<file path="src/rtl/csrPkg.sv">
`default_nettype none

package csrPkg;

  ////////////////////
  // Widths and types
  ////////////////////

  // Data width of every user CSR
  localparam int XLEN = 32;

  // One CSR word, the type of every register value and operand
  typedef logic [XLEN-1:0] wordT;

  // The 12-bit CSR address field of the instruction
  typedef logic [11:0] csrAddrT;

  // Interrupt enable and pending fields as kept in uie and uip
  typedef logic [11:0] intBitsT;

  // Kind of CSR instruction, coded like the low two bits of funct3
  typedef enum logic [1:0] {
    csrRw = 2'b01,
    csrRs = 2'b10,
    csrRc = 2'b11
  } csrOpT;

  ////////////////////
  // User CSR map
  ////////////////////

  localparam csrAddrT USTATUS_ADR  = 12'h000;
  localparam csrAddrT UIE_ADR      = 12'h004;
  localparam csrAddrT UTVEC_ADR    = 12'h005;
  localparam csrAddrT USCRATCH_ADR = 12'h040;
  localparam csrAddrT UEPC_ADR     = 12'h041;
  localparam csrAddrT UCAUSE_ADR   = 12'h042;
  localparam csrAddrT UTVAL_ADR    = 12'h043;
  localparam csrAddrT UIP_ADR      = 12'h044;

  // Bit positions inside ustatus
  localparam int UIE_BIT  = 0;
  localparam int UPIE_BIT = 4;

  // Software, timer and external interrupt bits, shared by uie and uip
  localparam int USI_BIT = 0;
  localparam int UTI_BIT = 4;
  localparam int UEI_BIT = 8;

endpackage

`default_nettype wire

</file>
<file path="src/rtl/csrUserStatus.sv">
`default_nettype none

module csrUserStatus (
  input  logic             clk,
  input  logic             rst,
  input  logic             writeUstatus,
  input  logic             writeUie,
  input  logic             writeUip,
  input  csrPkg::wordT     writeVal,
  input  logic             uTrap,
  input  logic             uRet,
  input  logic             irqTimer,
  input  logic             irqExt,
  output csrPkg::wordT     ustatusVal,
  output csrPkg::intBitsT  uieVal,
  output csrPkg::intBitsT  uipVal,
  output logic             uIrqPending
);

  import csrPkg::*;

  // The interrupt bits that exist in uie, all others read zero
  localparam intBitsT intMask = intBitsT'((1 << USI_BIT) | (1 << UTI_BIT) | (1 << UEI_BIT));

  // Global enable and its copy saved on trap entry
  logic uieBit;
  logic upieBit;

  // Stored enable bits and the software pending bit
  intBitsT uieReg;
  logic    usipBit;

  ////////////////////
  // ustatus
  ////////////////////

  // Trap entry and return take priority over a ustatus write
  // The two pulses are exclusive, so their order here does not matter
  always_ff @(posedge clk) begin
    if (rst) begin
      uieBit  <= 1'b0;
      upieBit <= 1'b0;
    end else if (uTrap) begin
      // Save the enable and mask interrupts inside the handler
      upieBit <= uieBit;
      uieBit  <= 1'b0;
    end else if (uRet) begin
      // Restore the enable that was live before the trap
      uieBit  <= upieBit;
      upieBit <= 1'b1;
    end else if (writeUstatus) begin
      uieBit  <= writeVal[UIE_BIT];
      upieBit <= writeVal[UPIE_BIT];
    end
  end

  // Only the two enable bits are implemented
  always_comb begin
    ustatusVal = '0;
    ustatusVal[UIE_BIT]  = uieBit;
    ustatusVal[UPIE_BIT] = upieBit;
  end

  ////////////////////
  // uie and uip
  ////////////////////

  // uie keeps the software, timer and external enables
  // uip keeps only the software bit, set and cleared by CSR writes
  always_ff @(posedge clk) begin
    if (rst) begin
      uieReg  <= '0;
      usipBit <= 1'b0;
    end else begin
      if (writeUie) begin
        uieReg <= intBitsT'(writeVal) & intMask;
      end
      if (writeUip) begin
        usipBit <= writeVal[USI_BIT];
      end
    end
  end

  assign uieVal = uieReg;

  // Timer and external pending bits mirror the interrupt levels directly
  always_comb begin
    uipVal = '0;
    uipVal[USI_BIT] = usipBit;
    uipVal[UTI_BIT] = irqTimer;
    uipVal[UEI_BIT] = irqExt;
  end

  // An interrupt is taken when it is pending, enabled and globally allowed
  assign uIrqPending = uieBit & (|(uieReg & uipVal));

  // The core never enters and leaves a user trap in the same cycle
  trapRetExclusive: assert property (@(posedge clk) disable iff (rst) !(uTrap && uRet));

endmodule

`default_nettype wire

</file>
<file path="src/rtl/csrUserTrap.sv">
`default_nettype none

module csrUserTrap #(
  parameter csrPkg::wordT resetVector = '0
) (
  input  logic             clk,
  input  logic             rst,
  input  logic             instrValid,
  input  logic             csrWrite,
  input  csrPkg::csrAddrT  csrAddr,
  input  csrPkg::wordT     writeVal,
  input  csrPkg::wordT     nextEpc,
  input  csrPkg::wordT     nextCause,
  input  csrPkg::wordT     nextTval,
  input  logic             uTrap,
  input  csrPkg::wordT     ustatusVal,
  input  csrPkg::intBitsT  uieVal,
  input  csrPkg::intBitsT  uipVal,
  output logic             writeUstatus,
  output logic             writeUie,
  output logic             writeUip,
  output csrPkg::wordT     readVal,
  output logic             illegalCsr,
  output csrPkg::wordT     uepcOut,
  output csrPkg::wordT     utvecOut
);

  import csrPkg::*;

  // A CSR instruction that is allowed to change state this cycle
  logic csrWriteOk;

  // Strobes for the registers held in this block
  logic writeUtvec;
  logic writeUscratch;
  logic writeUepc;
  logic writeUcause;
  logic writeUtval;

  wordT uscratchReg;
  wordT ucauseReg;
  wordT utvalReg;

  ////////////////////
  // Write decode
  ////////////////////

  assign csrWriteOk = instrValid & csrWrite;

  // An address outside the map matches no strobe, so nothing changes
  assign writeUstatus  = csrWriteOk & (csrAddr == USTATUS_ADR);
  assign writeUie      = csrWriteOk & (csrAddr == UIE_ADR);
  assign writeUtvec    = csrWriteOk & (csrAddr == UTVEC_ADR);
  assign writeUscratch = csrWriteOk & (csrAddr == USCRATCH_ADR);
  assign writeUepc     = csrWriteOk & (csrAddr == UEPC_ADR);
  assign writeUcause   = csrWriteOk & (csrAddr == UCAUSE_ADR);
  assign writeUtval    = csrWriteOk & (csrAddr == UTVAL_ADR);
  assign writeUip      = csrWriteOk & (csrAddr == UIP_ADR);

  ////////////////////
  // Registers
  ////////////////////

  // utvec resets to the trap vector given by the top level
  // Bit 1 is reserved in the mode field and always reads zero
  always_ff @(posedge clk) begin
    if (rst) begin
      utvecOut <= resetVector;
    end else if (writeUtvec) begin
      utvecOut <= {writeVal[XLEN-1:2], 1'b0, writeVal[0]};
    end
  end

  always_ff @(posedge clk) begin
    if (rst) begin
      uscratchReg <= '0;
    end else if (writeUscratch) begin
      uscratchReg <= writeVal;
    end
  end

  // Trap capture wins over a CSR write in the same cycle
  // uepc holds an instruction address, so bit 0 is never set
  always_ff @(posedge clk) begin
    if (rst) begin
      uepcOut   <= '0;
      ucauseReg <= '0;
      utvalReg  <= '0;
    end else if (uTrap) begin
      uepcOut   <= {nextEpc[XLEN-1:1], 1'b0};
      ucauseReg <= nextCause;
      utvalReg  <= nextTval;
    end else begin
      if (writeUepc) begin
        uepcOut <= {writeVal[XLEN-1:1], 1'b0};
      end
      if (writeUcause) begin
        ucauseReg <= writeVal;
      end
      if (writeUtval) begin
        utvalReg <= writeVal;
      end
    end
  end

  ////////////////////
  // Read mux
  ////////////////////

  // Reads are combinational and also feed the set and clear logic
  always_comb begin
    illegalCsr = 1'b0;
    case (csrAddr)
      USTATUS_ADR:  readVal = ustatusVal;
      UIE_ADR:      readVal = wordT'(uieVal);
      UTVEC_ADR:    readVal = utvecOut;
      USCRATCH_ADR: readVal = uscratchReg;
      UEPC_ADR:     readVal = uepcOut;
      UCAUSE_ADR:   readVal = ucauseReg;
      UTVAL_ADR:    readVal = utvalReg;
      UIP_ADR:      readVal = wordT'(uipVal);
      default: begin
        readVal    = '0;
        illegalCsr = 1'b1;
      end
    endcase
  end

  // The status block must never see a strobe for an unmapped address
  noWriteOnIllegal: assert property (@(posedge clk) disable iff (rst)
    illegalCsr |-> !(writeUstatus | writeUie | writeUip | writeUtvec |
                     writeUscratch | writeUepc | writeUcause | writeUtval));

endmodule

`default_nettype wire

</file>
<file path="src/rtl/csrUserUnit.sv">
`default_nettype none

module csrUserUnit #(
  parameter csrPkg::wordT resetVector = 32'h0000_1000
) (
  input  logic             clk,
  input  logic             rst,
  input  logic             instrValid,
  input  logic             csrWrite,
  input  csrPkg::csrOpT    csrOp,
  input  csrPkg::csrAddrT  csrAddr,
  input  csrPkg::wordT     csrSrc,
  input  logic             uTrap,
  input  logic             uRet,
  input  csrPkg::wordT     nextEpc,
  input  csrPkg::wordT     nextCause,
  input  csrPkg::wordT     nextTval,
  input  logic             irqTimer,
  input  logic             irqExt,
  output csrPkg::wordT     csrReadVal,
  output logic             illegalCsr,
  output csrPkg::wordT     uepcOut,
  output csrPkg::wordT     utvecOut,
  output logic             uIrqPending
);

  import csrPkg::*;

  ////////////////////
  // Internal wires
  ////////////////////

  // Value formed from the operation, stored by whichever register is strobed
  wordT writeVal;

  // Strobes for the registers kept in the status block
  logic writeUstatus;
  logic writeUie;
  logic writeUip;

  // Status block contents, needed only by the read mux
  wordT    ustatusVal;
  intBitsT uieVal;
  intBitsT uipVal;

  // The read value leaves the unit and loops back for set and clear
  csrWriteValue writeValue (
    .csrOp    (csrOp),
    .csrSrc   (csrSrc),
    .readVal  (csrReadVal),
    .writeVal (writeVal)
  );

  csrUserStatus userStatus (
    .clk          (clk),
    .rst          (rst),
    .writeUstatus (writeUstatus),
    .writeUie     (writeUie),
    .writeUip     (writeUip),
    .writeVal     (writeVal),
    .uTrap        (uTrap),
    .uRet         (uRet),
    .irqTimer     (irqTimer),
    .irqExt       (irqExt),
    .ustatusVal   (ustatusVal),
    .uieVal       (uieVal),
    .uipVal       (uipVal),
    .uIrqPending  (uIrqPending)
  );

  // Address decode, trap registers and the read mux
  csrUserTrap #(
    .resetVector (resetVector)
  ) userTrap (
    .clk          (clk),
    .rst          (rst),
    .instrValid   (instrValid),
    .csrWrite     (csrWrite),
    .csrAddr      (csrAddr),
    .writeVal     (writeVal),
    .nextEpc      (nextEpc),
    .nextCause    (nextCause),
    .nextTval     (nextTval),
    .uTrap        (uTrap),
    .ustatusVal   (ustatusVal),
    .uieVal       (uieVal),
    .uipVal       (uipVal),
    .writeUstatus (writeUstatus),
    .writeUie     (writeUie),
    .writeUip     (writeUip),
    .readVal      (csrReadVal),
    .illegalCsr   (illegalCsr),
    .uepcOut      (uepcOut),
    .utvecOut     (utvecOut)
  );

endmodule

`default_nettype wire

</file>
<file path="src/rtl/csrWriteValue.sv">
`default_nettype none

module csrWriteValue (
  input  csrPkg::csrOpT csrOp,
  input  csrPkg::wordT  csrSrc,
  input  csrPkg::wordT  readVal,
  output csrPkg::wordT  writeVal
);

  import csrPkg::*;

  ////////////////////
  // Write value
  ////////////////////

  // The value that a CSR instruction stores depends on its kind
  // Read-write replaces the register, read-set and read-clear
  // modify the bits of the current read value
  always_comb begin
    case (csrOp)
      // Plain replacement by the source operand
      csrRw: begin
        writeVal = csrSrc;
      end
      // Every one in the source sets the matching bit
      csrRs: begin
        writeVal = readVal | csrSrc;
      end
      // Every one in the source clears the matching bit
      csrRc: begin
        writeVal = readVal & ~csrSrc;
      end
      // The unused encoding behaves as read-write
      default: begin
        writeVal = csrSrc;
      end
    endcase
  end

  // The register blocks decide whether the value is actually stored
  // This block never looks at the address or at the valid level

endmodule

`default_nettype wire

</file>
<file path="config.mk">
export PLATFORM = sky130hd
export DESIGN_NAME = csrUserUnit
export DESIGN_NICKNAME = d
export VERILOG_FILES = /design/src/rtl/csrPkg.sv /design/src/rtl/csrUserStatus.sv /design/src/rtl/csrUserTrap.sv /design/src/rtl/csrUserUnit.sv /design/src/rtl/csrWriteValue.sv
export SDC_FILE = /design/constraint.sdc
export NUM_CORES = 1
export LEC_CHECK = 0
export BUFFER_PORTS_ARGS = -buffer_cell sky130_fd_sc_hd__buf_2
export CAP_MARGIN = 20
export CELL_PAD_IN_SITES_DETAIL_PLACEMENT = 1
export CELL_PAD_IN_SITES_GLOBAL_PLACEMENT = 1
export CORE_UTILIZATION = 42
export DETAILED_ROUTE_END_ITERATION = 7
export PLACE_DENSITY_LB_ADDON = 0.1
export SETUP_SLACK_MARGIN = 0.05
export SYNTH_ARGS = -nofsm -noshare
export SYNTH_HDL_FRONTEND = slang
export SYNTH_SLANG_ARGS = --single-unit
</file>
<file path="constraint.sdc">
create_clock -name clk -period 6.15 [get_ports clk]
set_input_delay 0.9225 -clock clk [delete_from_list [all_inputs] [get_ports clk]]
set_output_delay 0.9225 -clock clk [all_outputs]
set_load 0.05 [all_outputs]
</file>
==> summary.md, run 1 <==
| Metric | Value |
|---|---|
| Most common cell on crit path | `buf_2` |
| Hold Vio Cnt, Final | `0` |
| Ports | `248` |
| Peak VDD IR | `0.163 mV` |
| Met1 Use GR | `between 40% and 50%` |
| Setup crit end kind | `output port` |
| Die height | `147 um` |
| H-tree Lvls | `4` |
| Seq cells post-synth | `164` |
| Clk_lat worst skew | `0.43 ns` |
| Number of post-CTS setup repair buffers | `0` |
| Antenna violations before repair | `3` |
| Final period util | `~67%` |
| Via density | `about 6.5` |
| Slew Limit Fails | `0` |
| Required time worst endpoint | `roughly 5.2 ns` |
| CP Buf/Inv Count | `3` |
| Core Rows | `52` |
| Largest net degree at the start of global routing | `90` |
| Layout cells sized above 1 | `around 30%` |
| Max stage delay on crit path | `0.88 ns` |
| Dpl cells | `roughly 1.4k` |
| Worst-path fanout max | `28` |
| CP Class | `in2out` |
| Ys async rst share | `0%` |
| Routed WL per cell | `23.0 um` |
| EDFF count, synth | `0` |
| GRT Overall Usage | `approximately a third` |
| Maxcap violations | `0` |
| Number of buffers added on ports | `244` |
| CTS Buf Count | `17` |
| GRT overflow | `0` |
| Via count | `9,615` |
| Fill cells | `2,515` |
| Cell class contributing the biggest share of worst-path delay | `simple AND/OR/NAND/NOR gates` |
| Routed WL | `34,100 um` |
| Die ar. | `roughly 22,000 um2` |
| Placeable Area | `20,400 um2` |
| Setup TNS | `0 ns` |
| Clk buf depth | `2` |
| RSZ-0062 raised after global routing | `no` |
| GR Layer Usage met2 | `between 50% and 60%` |
| Worst setup SP type | `primary input` |
| CTS tree | `yes` |
| Min cycle time layout | `between 4 and 5 ns` |
| Cells after synthesis | `1,018` |
| Crit-path slowest cell | `and4bb_1` |
| Cts hold-fix bufs | `0` |
| Fmax | `241 MHz` |
| Fin cells | `approximately 1.5k` |
| Outcome | `completed` |
| Worst min path class | `reg2reg` |
| Fin util | `between 50% and 60%` |
| Endpoints failing setup | `0` |
| Area of the mapped netlist | `8790 um2` |
| Starting Density | `43.1%` |
| Reg clk slew, reported paths | `0.07 ns` |
| Area growth syn-to-layout | `22.2%` |
| CTS root buffer | `clkbuf_16` |
| Number of global-route vias before repair | `9,588` |
| TritonRoute pass-1 iters | `5` |
| Resize count post-CTS | `0` |
| Data arrival time of the worst path | `3.22 ns` |
| DRC errors left | `0` |
| Initial detailed-routing violation count | `659` |
| First-pass GRT wire length | `53,000 um` |
| Layout Nets | `1,345` |
| Skew final | `0.0124 ns` |
| Syn. warnings | `0` |
| Num Clock Sinks | `164` |
| Max-slew headroom | `28.6%` |
| Cell chain of the critical path | `buf_2 -> buf_4 -> and4bb_1 -> a32oi_1 -> a21oi_1 -> or2_2 -> buf_2` |
| Least-Margin Pin Slew | `1.07 ns` |
| Leakage power | `around 0.0041 uW` |
| Post-Syn Area per Cell | `8.63 um2` |
| Die width | `~150 um` |
| Antenna-violating nets left | `0` |
| Placer Congestion | `0.819` |
| Synth cell types | `68` |
| Busiest layer in global routing | `met2` |
| Power per cell area | `247 nW/um2` |
| Post-detail-place hpwl | `~22,000 um` |
| Met3 Use GR | `4.56%` |
| Register area share after synthesis | `37.4%` |
| Dominant synthesized flop cell | `dfxtp_1` |
-- Yosys cell counts (14+ instances only) --
master | instances | share of area, %
mux4_2 | 18 | 4.6
a211oi_1 | 61 | 5.2
nand4_1 | 22 | 1.6
nand3_1 | 46 | 2.6
mux2_2 | 17 | 2.2
dfxtp_1 | 164 | 37
a21oi_1 | 89 | 5.1
a32oi_1 | 14 | 1.4
o21ai_0 | 31 | 1.8
o2bb2ai_1 | 15 | 1.5
a311oi_1 | 16 | 1.6
clkbuf_1 | 67 | 2.9
o22ai_1 | 31 | 2.2
o221ai_1 | 51 | 5.1
mux2i_1 | 14 | 1.6
buf_2 | 22 | 1.3
nor2_1 | 95 | 4.1
nand2_1 | 90 | 3.8
a22oi_1 | 15 | 1.3
-- per-stage QoR --
step / worst slack, ns / hold WS [ns] / area, um2 / power (uW)
5_1_grt: 1.87 / 0.514 / 10700 / 2750
3_5_place_dp: 2.01 / 0.481 / 10100 / 1530
2_1_floorplan: 2.43 / 0.448 / 8790 / 1390
3_3_place_gp: 2.06 / 0.466 / 10100 / 1520
6_report: 2.00 / 0.496 / 10700 / 2660
4_1_cts: 2.01 / 0.494 / 10700 / 2670
-- layer usage --
layer | vias to the layer above | share of wire [%]
met5 | - | 0
met4 | 0 | 2.5
met3 | 61 | 7.1
met2 | 408 | 47
met1 | 4819 | 44
li1 | 4327 | -
-- kinds of logic (layout without fill, tap and decap cells) --
kind of cell / after synthesis / count (layout) / synth area share, %
flops: 164 / 164 / 37.4
simple gates: 306 / 306 / 16.8
buf+inv: 115 / 304 / 5.71
compound gates: 383 / 383 / 31.7
other cells: 1 / 7 / 0.0427
mux: 49 / 49 / 8.39
-- power breakdown --
group	switching (uW)	total [uW]	internal (uW)
clock	476	1140	668
combinational	250	381	131
sequential	26.7	1130	1100
total	753	2660	1900
-- cell usage in the layout, fill, tap and decap left out, types with 22 or more instances in the layout --
master    count
buf_2       241
o22ai_1      31
nand3_1      46
o221ai_1     51
nand4_1      22
nand2_1      89
a21oi_1      89
o21ai_0      31
a211oi_1     61
nor2_1       95
dfxtp_1     164
-- area by class of cell --
| type | count | area [um2] | share of cell area [%] |
|---|---|---|---|
| multi-input cells | 740 | 5040 | 46.9 |
| flip-flops and latches | 164 | 3280 | 30.6 |
| repair buffers | 264 | 1410 | 13.1 |
| clock buffers | 19 | 453 | 4.22 |
| well taps | 270 | 338 | 3.15 |
| clock inverters | 13 | 173 | 1.61 |
| inverters | 8 | 30.0 | 0.280 |
| diodes | 5 | 12.5 | 0.116 |
-- state kept, by name, summed over array words and instances, names as in the netlist --
signal	count
userTrap.ucauseReg	32
userTrap.uscratchReg	32
userTrap.utvalReg	32
userTrap.uepcOut	31
userTrap.utvecOut	31
userStatus.uieVal	3
userStatus.uieBit	1
userStatus.upieBit	1
userStatus.usipBit	1
-- final timing paths --
| kind | cells past startpoint | endpoint | slack, ns | from |
|---|---|---|---|---|
| worst max-delay path | 7 | csrReadVal[0] | 2.00 | csrAddr[0] |
| worst min-delay path | 2 | userTrap.ucauseReg[29] | 0.50 | userTrap.ucauseReg[29] |
| worst max register to register | 5 | userTrap.uepcOut[8] | 4.06 | userTrap.uepcOut[8] |
| worst min register to register | 2 | userTrap.ucauseReg[29] | 0.50 | userTrap.ucauseReg[29] |
-- tightest hold or removal path: stages, from the launching register on --
cell and delay, ns:
dfxtp_1 0.33, nand3_1 0.07, o221ai_1 0.07
No activity file was read; power rests on OpenSTA's default activity.
==> run 2: changes to the inputs <==
--- a/config.mk
+++ b/config.mk
@@ -5,11 +5,12 @@
 export SDC_FILE = /design/constraint.sdc
 export NUM_CORES = 1
 export LEC_CHECK = 0
+export ABC_AREA = 1
 export BUFFER_PORTS_ARGS = -buffer_cell sky130_fd_sc_hd__buf_2
 export CAP_MARGIN = 20
 export CELL_PAD_IN_SITES_DETAIL_PLACEMENT = 1
 export CELL_PAD_IN_SITES_GLOBAL_PLACEMENT = 1
-export CORE_UTILIZATION = 42
+export CORE_UTILIZATION = 32
 export DETAILED_ROUTE_END_ITERATION = 7
 export PLACE_DENSITY_LB_ADDON = 0.1
 export SETUP_SLACK_MARGIN = 0.05
==> constraint.sdc (replaced) <==
create_clock -name clk -period 3.5 [get_ports clk]
set_input_delay 0.525 -clock clk [delete_from_list [all_inputs] [get_ports clk]]
set_output_delay 0.525 -clock clk [all_outputs]
set_load 0.05 [all_outputs]
==> run 2 against run 1 <==
Against the previous run:
- area after synthesis shrank 1.8%
- wire length grew 5.5%
- worst setup slack lost 1.4 ns
- sequential share of layout area grew 0.20 points
- clock skew is essentially flat
- synthesized cell count grew 33%
- largest cell class unchanged
- the flow now finishes with violations (DRC)
- via count grew 1.5%
==> summary.md, run 2 <==
| Metric | Value |
|---|---|
| Outcome | `finished, violations left` |
| Failing checks | `DRC` |
| Placeable Area | `26,300 um2 (+29%)` |
| Seq cells post-synth | `164 (unchanged)` |
| Biggest area consumer among synthesized cells | `dfxtp_1` |
| Antenna violations before repair | `1 (-2)` |
| CTS tree | `yes` |
| Reg clk slew, reported paths | `0.08 ns (about the same)` |
| Via count | `9,764 (+1.5%)` |
| Required time worst endpoint | `2.97 ns (-2.26 ns)` |
| Crit-path slowest cell | `buf_2` |
| Worst min path class | `in2reg` |
| Clk buf depth | `2 (unchanged)` |
| Worst-path fanout max | `19 (-32%)` |
| Die ar. | `27,600 um2 (+28%)` |
| Min-delay src | `nextTval[18]` |
| Post-Syn Area per Cell | `6.37 um2 (-26%)` |
| Final period util | `a little over four fifths` |
| Hold Vio Cnt, Final | `0 (unchanged)` |
| Routed WL per cell | `18.9 um (-18%)` |
| Top cells by area, synth | `dfxtp_1, a21oi_1, nand2_1` |
| Dpl cells | `1,872 (+30%)` |
| Skew final | `0.0124 ns (-0.0000458 ns)` |
| Synth cell types | `28 (-59%)` |
| Least-Margin Pin Slew | `1.05 ns (-0.0178 ns)` |
| Max stage delay on crit path | `0.30 ns (-0.58 ns)` |
| Die height | `166 um (+13%)` |
| GRT Overall Usage | `26.0% (-5.5 points)` |
| Number of global-route vias before repair | `9,738 (+1.6%)` |
| Endpoints failing setup | `0 (unchanged)` |
| Slew Limit Fails | `0 (unchanged)` |
| TritonRoute pass-1 iters | `8 (+3)` |
| CTS root buffer | `clkbuf_16` |
| Worst setup SP type | `primary input` |
| Min cycle time layout | `2.94 ns` |
| Number of post-CTS setup repair buffers | `0 (unchanged)` |
| Setup TNS | `0 ns (unchanged)` |
| Worst Setup Slack, final | `0.562 ns (-1.44 ns)` |
| Top-count cell post-synth | `nand2_1` |
| Cell chain of the critical path | `buf_2 -> nor2_1 -> nand2_1 -> nor2_4 -> nand2_2 -> inv_2 -> buf_12 -> nand2_1 -> nand4_1 -> buf_2` |
| Antenna-violating nets left | `0 (unchanged)` |
| Layout Nets | `1,707 (+27%)` |
| Resize count post-CTS | `0 (unchanged)` |
| Post-detail-place hpwl | `23,600 um (+6.5%)` |
| Clk_lat worst skew | `0.44 ns (about the same)` |
| Cell class contributing the biggest share of worst-path delay | `simple AND/OR/NAND/NOR gates` |
| Layout cells sized above 1 | `21.7% (-8.5 points)` |
| Placer Congestion | `0.788 (-3.8%)` |
| Dominant synthesized flop cell | `dfxtp_1` |
| Reg-to-Reg Start | `userStatus.uieBit` |
| EDFF count, synth | `0 (unchanged)` |
| DRC errors left | `14 (+14)` |
| Flop2flop setup slack | `2.05 ns (-2.01 ns)` |
| RSZ-0062 raised after global routing | `no` |
| Via density | `5.13 (-21%)` |
| Commonest cells after routing, fill and taps aside | `nand2_1, a21oi_1, buf_2` |
| Die width | `166 um (+13%)` |
| CP Buf/Inv Count | `4 (+1)` |
| Setup crit end kind | `output port` |
| Register area share after synthesis | `38.0% (+0.68 points)` |
| Largest net degree at the start of global routing | `97 (+7.8%)` |
| Peak VDD IR | `0.315 mV (+93%)` |
| H-tree Lvls | `4 (unchanged)` |
| Area growth syn-to-layout | `23.6%` |
| Power per cell area | `409 nW/um2 (+65%)` |
| Core Rows | `59 (+13%)` |
| Fmax | `between 300 and 400 MHz` |
| Top flop regs | `userTrap.ucauseReg (32), userTrap.uscratchReg (32), userTrap.utvalReg (32)` |
| GRT overflow | `0 (unchanged)` |
| Maxcap violations | `0 (unchanged)` |
| Ports | `248 (unchanged)` |
| Top cell type's share of synthesized area | `38.0% (+0.68 points)` |
| Max-slew headroom | `30.0% (+1.3 points)` |
| Leakage power | `0.00539 uW (+32%)` |
| Fill cells | `3,576 (+42%)` |
| CTS Buf Count | `17 (unchanged)` |
| Routed WL | `35,900 um (+5.5%)` |
| CP Class | `in2out` |
| Num Clock Sinks | `164 (unchanged)` |
| Origin of the worst setup path | `csrAddr[5]` |
| Area of the mapped netlist | `8630 um2 (-1.8%)` |
| Number of buffers added on ports | `244 (unchanged)` |
| Initial detailed-routing violation count | `476 (-28%)` |
| Cells after synthesis | `1,354 (+33%)` |
| Ys async rst share | `0% (unchanged)` |
| First-pass GRT wire length | `55,400 um (+4.4%)` |
| Starting Density | `32.8% (-10 points)` |
| Cts hold-fix bufs | `0 (unchanged)` |
| Syn. warnings | `0 (unchanged)` |
| Top cells by count, synth | `nand2_1, a21oi_1, inv_1` |
| Data arrival time of the worst path | `2.41 ns (-0.81 ns)` |
| Pre-CTS setup slack | `0.535 ns (-1.47 ns)` |
| Commonest non-fill, non-tap cell in the layout | `nand2_1` |
| Fin cells | `1,905 (+28%)` |
==> run 2: changes by cell type in the layout (fill, tap and decap cells not counted), sizes merged, moves of 18 or more <==
cell    previous run  this run
inv               11       208
nand2             92       272
o21ai             33       193
a21oi             89       247
a211oi            62         0
o221ai            51         0
nand3             46        79
o22ai             31         0
mux4              18         0
==> run 2: layer usage <==
layer	part of all wire, %	GRT usage [%]	up-vias	wire length (um)
met5	0	0	-	0
met4	1.8	6.64	0	647
met3	4.9	4.29	37	1750
met2	46	43.9	272	16700
met1	47	34.3	4676	16900
li1	-	-	4779	-
==> run 2: final cells by class <==
class                   count  area (um2)  area share, %
clock buffers              18         439           4.12
well taps                 335         419           3.93
multi-input cells         896        4190           39.2
diodes                      1        2.50         0.0235
repair buffers            272        1470           13.7
flip-flops and latches    164        3280           30.8
clock inverters            13         100          0.938
inverters                 206         773           7.25
==> run 2: cells by family (layout without fill, tap and decap cells) <==
kind of cell | after synthesis | count (layout) | share of synthesized area [%]
flops | 164 | 164 | 38.0
compound gates | 451 | 451 | 26.5
buf+inv | 295 | 509 | 13.7
simple gates | 443 | 443 | 21.7
other cells | 1 | 3 | 0.0434
==> run 2: worst paths after layout <==
path | cells past startpoint | to
worst max-delay path | 10 | csrReadVal[14]
worst min-delay path | 3 | userTrap.utvalReg[18]
worst max register to register | 8 | userTrap.ucauseReg[0]
worst min register to register | 2 | userTrap.utvecOut[12]
==> run 2: power by group <==
group / total [uW] / switching (uW) / internal (uW) / leakage, uW
logic: 590 / 416 / 173 / 0.00379
clock network: 1780 / 852 / 931 / 0.000252
registers: 1990 / 46.8 / 1950 / 0.00134
==> run 2: stage by stage <==
step,hold WS (ns),power [uW],instance area [um2],util (%)
after floorplan,0.502,2360,8630,-
after global placement,0.501,2610,10100,38.4
after detailed placement,0.506,2620,10100,38.4
after CTS,0.367,4390,10600,40.5
after global routing,0.372,4540,10700,40.6
final,0.374,4370,10700,40.6
==> run 2: worst register-to-register path: cells and delay by family (launching register included) <==
| family | cells | cell delay [ns] |
|---|---|---|
| compound gates | 2 | 0.29 |
| flops | 1 | 0.40 |
| simple gates | 6 | 0.69 |
==> run 3: changes to the inputs <==
==> constraint.sdc (replaced) <==
create_clock -name clk -period 2.5 [get_ports clk]
set_input_delay 0.375 -clock clk [delete_from_list [all_inputs] [get_ports clk]]
set_output_delay 0.375 -clock clk [all_outputs]
set_load 0.05 [all_outputs]
==> run 3 against run 2 <==
Against the previous run:
- the run still ends with DRC left
- utilization up 1.1 points
- global-route usage up 0.63 points
- cell area up 2.7%
- worst setup slack worse by 0.42 ns
- via count up 0.13%
==> summary.md, run 3 (synthesized netlist as in run 2, its figures left out) <==
| Metric | Value |
|---|---|
| Fin util | `41.7% (+1.1 points)` |
| Largest net degree at the start of global routing | `97 (unchanged)` |
| Number of post-CTS setup repair buffers | `0 (unchanged)` |
| DRC errors left | `14 (unchanged)` |
| Layout cells sized above 1 | `22.7% (+1.0 points)` |
| Cts hold-fix bufs | `0 (unchanged)` |
| GRT Overall Usage | `26.6% (+0.63 points)` |
| Core Rows | `59 (unchanged)` |
| Endpoints failing setup | `0 (unchanged)` |
| Fmax | `424 MHz` |
| Power Internal | `4510 uW (+48%)` |
| Clk buf depth | `2 (unchanged)` |
| Ant. Diodes | `0 (-1)` |
| Die ar. | `27,600 um2 (unchanged)` |
| Placeable Area | `26,300 um2 (unchanged)` |
| GRT overflow | `0 (unchanged)` |
| Power per cell area | `575 nW/um2 (+41%)` |
| Starting Density | `32.8% (unchanged)` |
| Num Clock Sinks | `164 (unchanged)` |
| Switching fraction of total power | `28.5% (-1.6 points)` |
| Cell class contributing the biggest share of worst-path delay | `simple AND/OR/NAND/NOR gates` |
| CTS tree | `yes` |
| Hold Vio Cnt, Final | `0 (unchanged)` |
| Worst-path fanout max | `19 (unchanged)` |
| Post-detail-place hpwl | `25,700 um (+8.9%)` |
| Via density | `5.09 (-0.75%)` |
| Share of total power in combinational logic | `13.4% (about the same)` |
| Clk_lat worst skew | `0.43 ns (about the same)` |
| Commonest non-fill, non-tap cell in the layout | `nand2_1` |
| Skew final | `0.0125 ns (+0.000124 ns)` |
| Leakage power | `0.00552 uW (+2.4%)` |
| Worst hold margin | `0.229 ns (-0.145 ns)` |
| CTS Buf Count | `17 (unchanged)` |
| Outcome | `finished, violations left` |
| CTS root buffer | `clkbuf_16` |
| Die width | `166 um (unchanged)` |
| Routed WL | `36,900 um (+2.6%)` |
| Reg clk slew, reported paths | `0.07 ns (about the same)` |
| Pre-CTS setup slack | `0.0416 ns (-0.493 ns)` |
| Worst Setup Slack, final | `0.142 ns (-0.421 ns)` |
| Via count | `9,777 (+0.13%)` |
| Cell chain of the critical path | `buf_2 -> nor2_1 -> nand2_1 -> nor2_1 -> nand2_2 -> inv_2 -> buf_12 -> nand2_1 -> nand4_1 -> buf_2` |
| Seq pwr share | `44.2% (-1.4 points)` |
| CP Buf/Inv Count | `4 (unchanged)` |
| Least-Margin Pin Slew | `0.796 ns (-0.253 ns)` |
| RSZ-0062 raised after global routing | `yes` |
| Worst setup SP type | `primary input` |
| Maxcap violations | `0 (unchanged)` |
| Commonest cells after routing, fill and taps aside | `nand2_1, a21oi_1, buf_2` |
| Number of buffers added on ports | `244 (unchanged)` |
| Crit-path slowest cell | `buf_2` |
| Fill cells | `3,513 (-1.8%)` |
| Antenna violations before repair | `2 (+1)` |
| Setup TNS | `0 ns (unchanged)` |
| Die height | `166 um (unchanged)` |
| Peak VDD IR | `0.289 mV (-8.2%)` |
| Slew Limit Fails | `0 (unchanged)` |
| Initial detailed-routing violation count | `551 (+16%)` |
| Required time worst endpoint | `2.12 ns (-0.85 ns)` |
| Antenna-violating nets left | `0 (unchanged)` |
| Failing checks | `DRC` |
| Max-slew headroom | `46.9% (+17 points)` |
| Min cycle time layout | `2.36 ns` |
| Register area | `3280 um2 (unchanged)` |
| Worst min path class | `in2reg` |
| Data arrival time of the worst path | `1.98 ns (-0.43 ns)` |
| Final period util | `94.3%` |
| H-tree Lvls | `4 (unchanged)` |
| Setup crit end kind | `output port` |
| Max stage delay on crit path | `0.30 ns (about the same)` |
| Number of global-route vias before repair | `9,717 (-0.22%)` |
| Clock Power Share | `42.3% (+1.4 points)` |
| Area growth syn-to-layout | `27.0%` |
| Ports | `248 (unchanged)` |
| Placer Congestion | `0.848 (+7.6%)` |
| Top flop regs | `userTrap.ucauseReg (32), userTrap.uscratchReg (32), userTrap.utvalReg (32)` |
| First-pass GRT wire length | `56,300 um (+1.7%)` |
| CP Class | `in2out` |
| TritonRoute pass-1 iters | `7 (-1)` |
| Combined area of the multi-input logic cells | `4200 um2 (+0.27%)` |
| Routed WL per cell | `19.2 um (+1.7%)` |
| NetSw | `1800 uW (+37%)` |
| Layout Nets | `1,725 (+1.1%)` |
[run 3: changes by cell type in the layout (fill, tap and decap cells not counted), moves of 2 or more]
cell / delta
buf_12: +6
buf_2: -14
buf_4: +16
buf_6: +2
bufinv_16: +2
clkbuf_4: +9
clkinv_4: +3
clkinvlp_4: -3
inv_6: -3
[run 3: timing repair]
item                                    in CTS  in global routing
endpoints found under the setup margin       2                 27
pin swaps                                    0                  1
gates resized for setup                      1                 24
[run 3: worst paths after layout]
path                          startpoint                      to  slack [ns]  depth (start not counted)
setup / recovery              csrAddr[3]           csrReadVal[9]        0.14                         10
hold / removal             nextCause[30]  userTrap.ucauseReg[30]        0.23                          3
setup reg to reg       userStatus.uieBit       userStatus.uieBit        1.07                          8
hold reg to reg   userTrap.ucauseReg[19]  userTrap.ucauseReg[19]        0.55                          2
[run 3: power groups by stage]
stage	registers (uW)	logic, uW	clock network [uW]
6_report	2790	847	2670
3_3_place_gp	2840	834	0
4_1_cts	2790	851	2720
2_1_floorplan	2950	355	0
3_5_place_dp	2850	845	0
5_1_grt	2800	920	2830
[run 3: area by class of cell]
class	instances	area share [%]
clock buffers	20	4.17
clock inverters	11	1.18
inverters	206	7.10
multi-input cells	896	38.3
flip-flops and latches	164	29.9
well taps	335	3.82
repair buffers	290	15.5
[run 3: worst min-delay path: stages]
cell	delay, ns
buf_2	0.07
a21oi_1	0.05
a21oi_1	0.12
[run 3: routing by layer]
metal  vias to the layer above  routed length (um)  GRT usage (%)
li1                       4809                   -              -
met1                      4689               17400           36.1
met2                       246               17300           44.0
met3                        29                1760           4.84
met4                         4                 403           5.76
met5                         -                  30              0
[run 3: metrics by stage]
step                      power (uW)  instances  area (um2)
after floorplan                 3310       1355        8640
after global placement          3680       1891       10300
after detailed placement        3690       1891       10300
after CTS                       6350       1922       10900
after global routing            6540       1922       11000
final                           6300       1922       11000
